==> config.mk <==
export PLATFORM = sky130hd
export DESIGN_NAME = block_merger
export DESIGN_NICKNAME = d
export VERILOG_FILES = /design/src/hw/merge_pkg.sv /design/src/hw/bitonic_merge8.sv /design/src/hw/block_fifo.sv /design/src/hw/block_merger.sv /design/src/hw/merge_ctrl.sv /design/src/hw/run_counter.sv
export VERILOG_INCLUDE_DIRS = /design/src /design/src/hw
export SDC_FILE = /design/constraint.sdc
export NUM_CORES = 1
export LEC_CHECK = 0
export BUFFER_PORTS_ARGS = -buffer_cell sky130_fd_sc_hd__buf_4
export CORE_UTILIZATION = 59
export CTS_CLUSTER_DIAMETER = 200
export DETAILED_ROUTE_END_ITERATION = 10
export PLACE_DENSITY_LB_ADDON = 0.25
export SLEW_MARGIN = 10
export SYNTH_ARGS = -nofsm -noshare
export SYNTH_HDL_FRONTEND = slang
export SYNTH_SLANG_ARGS = --single-unit
==> constraint.sdc <==
create_clock -name i_clk -period 33.1 [get_ports i_clk]
set_input_delay 3.31 -clock i_clk [delete_from_list [all_inputs] [get_ports i_clk]]
set_output_delay 3.31 -clock i_clk [all_outputs]
set_load 0.1 [all_outputs]
==> src/hw/merge_macros.svh <==
`ifndef MERGE_MACROS_SVH
`define MERGE_MACROS_SVH

// key zero never appears in data, it marks the end of a run
`define MRG_KEY_W 8
`define MRG_VAL_W 8

// records per block, the network merges two blocks of this size
`define MRG_RECS 4

`define MRG_CNT_W 8
`define MRG_FIFO_DEPTH 8

`endif

==> src/hw/merge_pkg.sv <==
`include "merge_macros.svh"

package merge_pkg;

   typedef struct packed {
      logic [`MRG_KEY_W-1:0] key;
      logic [`MRG_VAL_W-1:0] val;
   } rec_t;

   // element 0 sits in the low bits and carries the smallest key
   typedef rec_t [`MRG_RECS-1:0] blk_t;

   // blocks lands on the value field of record 0 and the zero pad
   // covers record 0's key, so a marker also reads as a terminator
   typedef struct packed {
      logic [`MRG_RECS*(`MRG_KEY_W+`MRG_VAL_W)-`MRG_CNT_W-1:0] pad;
      logic [`MRG_CNT_W-1:0] blocks;
   } mark_t;

   typedef union packed {
      blk_t recs;
      mark_t mark;
   } blk_u;

   typedef struct packed {
      logic valid;
      blk_t blk;
   } blk_in_t;

   typedef struct packed {
      logic valid;
      blk_u blk;
   } blk_out_t;

   typedef enum logic [2:0] {
      PRIME,
      MERGE,
      DRAIN_A,
      DRAIN_B,
      FLUSH,
      MARK
   } mrg_state_e;

endpackage

==> src/hw/bitonic_merge8.sv <==
`timescale 1ns/1ns
`include "merge_macros.svh"

module bitonic_merge8 import merge_pkg::*; (
   input  blk_t i_x,
   input  blk_t i_y,
   output blk_t o_lo,
   output blk_t o_hi
);

   localparam int N = 2 * `MRG_RECS;
   localparam int LV = $clog2(N);

   rec_t st [LV+1][N];

   // on equal keys the lower position keeps its record
   function automatic rec_t min_rec(input rec_t a, input rec_t b);
      return (b.key < a.key) ? b : a;
   endfunction

   function automatic rec_t max_rec(input rec_t a, input rec_t b);
      return (b.key < a.key) ? a : b;
   endfunction

   always_comb begin
      int d;
      int p;
      // x ascending followed by y reversed gives one bitonic sequence
      for (int j = 0; j < `MRG_RECS; j++) begin
         st[0][j] = i_x[j];
         st[0][N-1-j] = i_y[j];
      end
      // half cleaners with distance N/2, then N/4, down to 1
      for (int lv = 0; lv < LV; lv++) begin
         d = (N / 2) >> lv;
         for (int j = 0; j < N; j++) begin
            p = j ^ d;
            if ((j & d) == 0) begin
               st[lv+1][j] = min_rec(st[lv][j], st[lv][p]);
            end else begin
               st[lv+1][j] = max_rec(st[lv][p], st[lv][j]);
            end
         end
      end
   end

   always_comb begin
      for (int j = 0; j < `MRG_RECS; j++) begin
         o_lo[j] = st[LV][j];
         o_hi[j] = st[LV][`MRG_RECS+j];
      end
   end

endmodule

==> src/hw/block_fifo.sv <==
`timescale 1ns/1ns
`include "merge_macros.svh"

module block_fifo import merge_pkg::*; (
   input  logic i_clk,
   input  logic i_rst,
   input  logic i_wr,
   input  blk_t i_data,
   input  logic i_rd,
   output blk_t o_head,
   output logic o_empty,
   output logic o_full
);

   localparam int AW = $clog2(`MRG_FIFO_DEPTH);

   blk_t mem [`MRG_FIFO_DEPTH];
   logic [AW-1:0] wr_ptr;
   logic [AW-1:0] rd_ptr;
   logic [AW:0] count;

   always_ff @(posedge i_clk) begin
      if (i_wr) begin
         mem[wr_ptr] <= i_data;
      end
   end

   // the depth is a power of two so the pointers wrap on their own
   always_ff @(posedge i_clk) begin
      if (i_rst) begin
         wr_ptr <= '0;
         rd_ptr <= '0;
         count <= '0;
      end else begin
         if (i_wr) begin
            wr_ptr <= wr_ptr + 1'b1;
         end
         if (i_rd) begin
            rd_ptr <= rd_ptr + 1'b1;
         end
         if (i_wr && !i_rd) begin
            count <= count + 1'b1;
         end else if (i_rd && !i_wr) begin
            count <= count - 1'b1;
         end
      end
   end

   // the controller looks at the head before deciding to pop it
   assign o_head = mem[rd_ptr];
   assign o_empty = (count == '0);
   assign o_full = (count == (AW+1)'(`MRG_FIFO_DEPTH));

endmodule

==> src/hw/block_merger.sv <==
`timescale 1ns/1ns
`include "merge_macros.svh"

module block_merger import merge_pkg::*; (
   input  logic i_clk,
   input  logic i_rst,
   input  blk_in_t i_a,
   input  blk_in_t i_b,
   output blk_out_t o_out
);

   blk_t head_a;
   blk_t head_b;
   blk_t head_sel;
   logic empty_a;
   logic empty_b;
   logic full_a;
   logic full_b;
   logic wr_a;
   logic wr_b;
   logic pop_a;
   logic pop_b;
   logic sel_b;
   logic load_top;
   logic merge_en;
   logic emit_top;
   logic emit_mark;
   logic clr_count;
   blk_t net_lo;
   blk_t net_hi;
   blk_t top_q;
   logic [`MRG_CNT_W-1:0] count;
   logic out_valid;
   blk_u out_blk;

   // a strobe into a full FIFO is dropped, the caller broke the contract
   assign wr_a = i_a.valid && !full_a;
   assign wr_b = i_b.valid && !full_b;

   block_fifo fifo_a (
      .i_clk(i_clk), .i_rst(i_rst), .i_wr(wr_a), .i_data(i_a.blk), .i_rd(pop_a),
      .o_head(head_a), .o_empty(empty_a), .o_full(full_a)
   );

   block_fifo fifo_b (
      .i_clk(i_clk), .i_rst(i_rst), .i_wr(wr_b), .i_data(i_b.blk), .i_rd(pop_b),
      .o_head(head_b), .o_empty(empty_b), .o_full(full_b)
   );

   merge_ctrl ctrl0 (
      .i_clk(i_clk), .i_rst(i_rst),
      .i_head_a(head_a), .i_head_b(head_b), .i_empty_a(empty_a), .i_empty_b(empty_b),
      .o_pop_a(pop_a), .o_pop_b(pop_b), .o_sel_b(sel_b), .o_load_top(load_top),
      .o_merge_en(merge_en), .o_emit_top(emit_top), .o_emit_mark(emit_mark),
      .o_clr_count(clr_count)
   );

   assign head_sel = sel_b ? head_b : head_a;

   bitonic_merge8 net0 (
      .i_x(top_q), .i_y(head_sel), .o_lo(net_lo), .o_hi(net_hi)
   );

   run_counter cnt0 (
      .i_clk(i_clk), .i_rst(i_rst), .i_inc(merge_en || emit_top), .i_clr(clr_count),
      .o_count(count)
   );

   // top always holds the four largest records seen so far in the run
   always_ff @(posedge i_clk) begin
      if (load_top) begin
         top_q <= head_sel;
      end else if (merge_en) begin
         top_q <= net_hi;
      end
   end

   always_ff @(posedge i_clk) begin
      if (i_rst) begin
         out_valid <= 1'b0;
      end else begin
         out_valid <= merge_en || emit_top || emit_mark;
      end
   end

   always_ff @(posedge i_clk) begin
      if (merge_en) begin
         out_blk.recs <= net_lo;
      end else if (emit_top) begin
         out_blk.recs <= top_q;
      end else if (emit_mark) begin
         out_blk.mark.pad <= '0;
         out_blk.mark.blocks <= count;
      end
   end

   assign o_out.valid = out_valid;
   assign o_out.blk = out_blk;

endmodule

==> src/hw/merge_ctrl.sv <==
`timescale 1ns/1ns
`include "merge_macros.svh"

module merge_ctrl import merge_pkg::*; (
   input  logic i_clk,
   input  logic i_rst,
   input  blk_t i_head_a,
   input  blk_t i_head_b,
   input  logic i_empty_a,
   input  logic i_empty_b,
   output logic o_pop_a,
   output logic o_pop_b,
   output logic o_sel_b,
   output logic o_load_top,
   output logic o_merge_en,
   output logic o_emit_top,
   output logic o_emit_mark,
   output logic o_clr_count
);

   mrg_state_e state;
   mrg_state_e state_nxt;
   logic [`MRG_KEY_W-1:0] key_a;
   logic [`MRG_KEY_W-1:0] key_b;
   logic term_a;
   logic term_b;
   logic both;
   logic b_first;

   // only record 0 matters, it is the smallest key of a block
   assign key_a = i_head_a[0].key;
   assign key_b = i_head_b[0].key;
   assign term_a = (key_a == '0);
   assign term_b = (key_b == '0);
   assign both = !i_empty_a && !i_empty_b;
   assign b_first = (key_b < key_a);

   always_ff @(posedge i_clk) begin
      if (i_rst) begin
         state <= PRIME;
      end else begin
         state <= state_nxt;
      end
   end

   always_comb begin
      state_nxt = state;
      o_pop_a = 1'b0;
      o_pop_b = 1'b0;
      o_sel_b = 1'b0;
      o_load_top = 1'b0;
      o_merge_en = 1'b0;
      o_emit_top = 1'b0;
      o_emit_mark = 1'b0;
      o_clr_count = 1'b0;
      case (state)
         PRIME: begin
            // a run holds at least one data block, so neither head ends it here
            if (both) begin
               o_sel_b = b_first;
               o_pop_a = !b_first;
               o_pop_b = b_first;
               o_load_top = 1'b1;
               state_nxt = MERGE;
            end
         end
         MERGE: begin
            if (both) begin
               if (term_a) begin
                  o_pop_a = 1'b1;
                  state_nxt = DRAIN_B;
               end else if (term_b) begin
                  o_sel_b = 1'b1;
                  o_pop_b = 1'b1;
                  state_nxt = DRAIN_A;
               end else begin
                  o_sel_b = b_first;
                  o_pop_a = !b_first;
                  o_pop_b = b_first;
                  o_merge_en = 1'b1;
               end
            end
         end
         DRAIN_A: begin
            if (!i_empty_a) begin
               o_pop_a = 1'b1;
               o_merge_en = !term_a;
               state_nxt = term_a ? FLUSH : DRAIN_A;
            end
         end
         DRAIN_B: begin
            if (!i_empty_b) begin
               o_sel_b = 1'b1;
               o_pop_b = 1'b1;
               o_merge_en = !term_b;
               state_nxt = term_b ? FLUSH : DRAIN_B;
            end
         end
         FLUSH: begin
            o_emit_top = 1'b1;
            state_nxt = MARK;
         end
         MARK: begin
            o_emit_mark = 1'b1;
            o_clr_count = 1'b1;
            state_nxt = PRIME;
         end
         default: begin
            state_nxt = PRIME;
         end
      endcase
   end

endmodule

==> src/hw/run_counter.sv <==
`timescale 1ns/1ns
`include "merge_macros.svh"

module run_counter (
   input  logic i_clk,
   input  logic i_rst,
   input  logic i_inc,
   input  logic i_clr,
   output logic [`MRG_CNT_W-1:0] o_count
);

   logic [`MRG_CNT_W-1:0] count;

   // clear wins, the marker cycle never emits a data block anyway
   always_ff @(posedge i_clk) begin
      if (i_rst || i_clr) begin
         count <= '0;
      end else if (i_inc) begin
         count <= count + 1'b1;
      end
   end

   assign o_count = count;

endmodule

==> reports/qor.yml <==
worst_setup_path:
  cp-start-kind: "register"
  reg2regPathDepth: 35
  crit_family: "compound AO/OA/AOI/OAI gates"
  critPathCaptureType: "register"
  cp_slowest_cell: "o31a_1"
  critical_path_class: "register to register"
  arrival_ps: 14740
  cp_max_fo: 40
  reg2reg_slack_ps: 18810
  crit_buf_inv: 3
  max_stage_delay_ps: 1050
  r2r-end: "out_blk[52]"
  crit_required_ps: 33550
timing:
  period_share_pct: 43.2
  fin_skew_ps: 37.3
  setup_violations: 0
  clock.fmax_mhz: 70.0
  tns_ps: 0
  hold_viol: 0
  min_period_ps: 14290
  maxSlewViolCount: 0
  rsz0062_at_grt: "false"
  worst_pin_slew_ps: 1180
  max-slew-margin-rel_pct: 21.4
synth:
  synth_top_family_by_area: "multiplexers"
  synth_nets: 3557
  synthMuxAreaShare_pct: 16.4
  yosysWarnings: 0
  synth.avg_cell_area_um2: 16.1
  ys_ff_latch: 1190
  synth.distinct_cells: 81
  synth_async_sr_flop_share_pct: 0
  synthSimpleGateAreaFrac_pct: 5.36
  synth_area_um2: 53500
  synth_edf_count: 1152
  ys_seq_area_share_pct: 66.0
  synthCells: 3323
  synth-compound-area-share_pct: 7.22
  synth_adder_area_share_pct: 2.41
  synth_xor_area_share_pct: 0.327
  synth_ff_type: "edfxtp_1"
hold_path:
  whs_endpoint: "cnt0.o_count[1]"
  whs_path_depth: 2
  hold_path.class: "register to register"
  hold_start: "cnt0.o_count[1]"
drt:
  vias: 31800
  drt-pass1-iter-count: 8
  wirelength_mm: 145
  via_per_inst: 6.66
  wl_per_cell_um: 30.4
  final_antenna_net_count: 0
  drc_errors: 0
  drt_iter0_drc: 3417
floorplanning:
  die_w_um: 303
  fp.dieArea_um2: 91900
  core_um2: 90000
  row_count: 110
  dieHeight_um: 303
  start_util_pct: 59.5
  io_pins: 197
clock_network:
  worstSkewPairLatency_ps: 720
  cts_root_buf: "clkbuf_16"
  cts_made_buffers: 114
  clockBufferDepth: 3
  cts_repair_resize_count: 0
  clock-sinks: 1190
  post_cts_buffers: 0
  cts_hold_buf: 0
  h-tree-depth: 3
  cts_tree: "done"
  path_clk_slew_ps: 60
global_routing:
  grt_overflow_total: 0
  grt_antenna_before_repair: 11
  grt_first_pass_wirelength_mm: 210
  grt_max_degree: 90
  grt_use_total_pct: 31.8
  grt_pass1_vias: 31100
finish:
  area.growth.synth_to_final_pct: 12.3
  nFillCells: 5977
  drive_above_1_share_pct: 21.2
  fin_nets: 3739
placement:
  gp_congestion: 1.00
  portBuffers: 196
  dp_hpwl_mm: 96.6
outcome:
  status: "complete, no violations"
flow_run:
  drv_cap: 0
-- cell usage after synthesis, types with 4 or more instances --
cell type / instances / area, µm²
dfxtp_1: 38 / 761
nor2b_1: 58 / 363
a211o_1: 15 / 131
buf_1: 40 / 150
o211a_1: 9 / 90.1
mux2_1: 4 / 45.0
a32oi_1: 7 / 61.3
nand2_1: 175 / 657
and3_1: 14 / 87.6
mux2i_1: 276 / 2760
a211oi_1: 82 / 616
o21ai_1: 9 / 45.0
clkbuf_1: 118 / 443
buf_2: 36 / 180
nor2_1: 191 / 717
and4_1: 20 / 175
mux4_2: 249 / 5610
edfxtp_1: 1152 / 34600
xor2_1: 12 / 105
and2_1: 9 / 56.3
a311oi_1: 10 / 87.6
o2111ai_1: 6 / 52.6
ha_1: 100 / 1250
or3_1: 12 / 75.1
o211ai_1: 42 / 315
a22o_1: 4 / 35.0
a221o_1: 42 / 420
nand2b_1: 11 / 68.8
inv_1: 94 / 353
xnor2_1: 8 / 70.1
a31oi_1: 5 / 31.3
a21boi_0: 8 / 60.1
nand4_1: 8 / 50.1
a22oi_1: 27 / 203
o32a_1: 4 / 40.0
nor3_1: 50 / 250
a21o_1: 22 / 165
o21ai_0: 62 / 310
nand3_1: 54 / 270
a21oi_1: 123 / 616
o21a_1: 17 / 128
nor3b_1: 5 / 37.5
mux2_2: 31 / 349
-- worst register-to-register path, delay by kind of cell, from the launching register on --
family / cells / cell delay (ps)
simple gates: 8 / 2580
compound gates: 17 / 6210
mux: 3 / 1820
fa+ha+maj: 4 / 1360
buf+inv: 3 / 1470
flops: 1 / 590
-- through the flow --
stage	instance area [µm²]	hold slack (ps)	cells	utilization, %	setup WS [ps]
floorplan	53500	466	3323	-	20320
global route	60100	532	4776	66.8	18260
finish	60100	504	4778	66.8	18810
detailed placement	56400	497	4565	62.7	19080
CTS	60100	505	4774	66.8	18990
global placement	56400	474	4565	62.7	19260
-- per-layer routing --
layer / wire [µm] / global-route usage [%] / up-vias / share of wire (%)
met3: 12400 / 5.54 / 279 / 8.5
met2: 70700 / 51.5 / 1629 / 49
li1: - / - / 13700 / -
met5: 118 / 0 / - / 0.081
met4: 5460 / 12.2 / 16 / 3.8
met1: 56600 / 43.5 / 16200 / 39
-- sequential cells by signal, indices dropped and copies added, names as in the netlist, named ones only --
name,count
fifo_b.rd_ptr,3
out_blk,64
fifo_a.wr_ptr,3
fifo_a.mem,512
fifo_b.count,4
fifo_a.rd_ptr,3
fifo_b.wr_ptr,3
fifo_b.mem,512
ctrl0.state,3
cnt0.o_count,8
top_q,64
fifo_a.count,4
out_valid,1
-- cells by family (layout without fill, tap and decap cells) --
logic type,after synthesis,in the layout
flops,1190,1190
simple gates,616,616
mux,562,562
compound gates,538,538
buf+inv,295,570
fa+ha+maj,102,102
xor+xnor,20,20
other cells,0,4
-- worst max-delay path by stage --
| stage | start | to | depth (start not counted) |
|---|---|---|---|
| floorplan | register | top_q[25] | 53 |
| global placement | register | out_blk[50] | 35 |
| detailed placement | register | out_blk[52] | 35 |
| CTS | register | out_blk[52] | 35 |
| global route | register | out_blk[52] | 35 |
| finish | register | out_blk[52] | 35 |
-- layout by cell type, fill, tap and decap left out, types with 10 or more instances in the layout --
master / synthesis / final
bufinv_16: 0 / 11
a311oi_1: 10 / 10
a22oi_1: 27 / 27
a21o_1: 22 / 22
and3_1: 14 / 14
nand2_1: 175 / 173
a221o_1: 42 / 42
inv_1: 94 / 94
clkinv_1: 1 / 30
mux2_2: 31 / 31
dfxtp_1: 38 / 32
ha_1: 100 / 100
o21a_1: 17 / 17
buf_4: 3 / 264
o21ai_0: 62 / 62
or3_1: 12 / 12
clkbuf_16: 0 / 116
xor2_1: 12 / 12
nor3_1: 50 / 46
mux4_2: 249 / 249
a211oi_1: 82 / 82
and4_1: 20 / 20
clkbuf_1: 118 / 16
edfxtp_1: 1152 / 1152
a21oi_1: 123 / 123
o211ai_1: 42 / 42
a211o_1: 15 / 15
clkinv_2: 0 / 21
mux2i_1: 276 / 276
nand3_1: 54 / 54
nand2b_1: 11 / 11
nor2b_1: 58 / 58
nor2_1: 191 / 182
-- area by class of cell --
cell class,count,area [µm²],area share [%]
inverters,95,357,0.593
flip-flops and latches,1190,35400,58.9
diodes,4,10.0,0.0167
clock inverters,77,714,1.19
well taps,1176,1470,2.45
clock buffers,132,2960,4.93
multi-input cells,1838,17200,28.6
repair buffers,266,2020,3.36
Power is not shown: default switching activity piles up to over one toggle a cycle in this logic, so the estimate is an artifact.
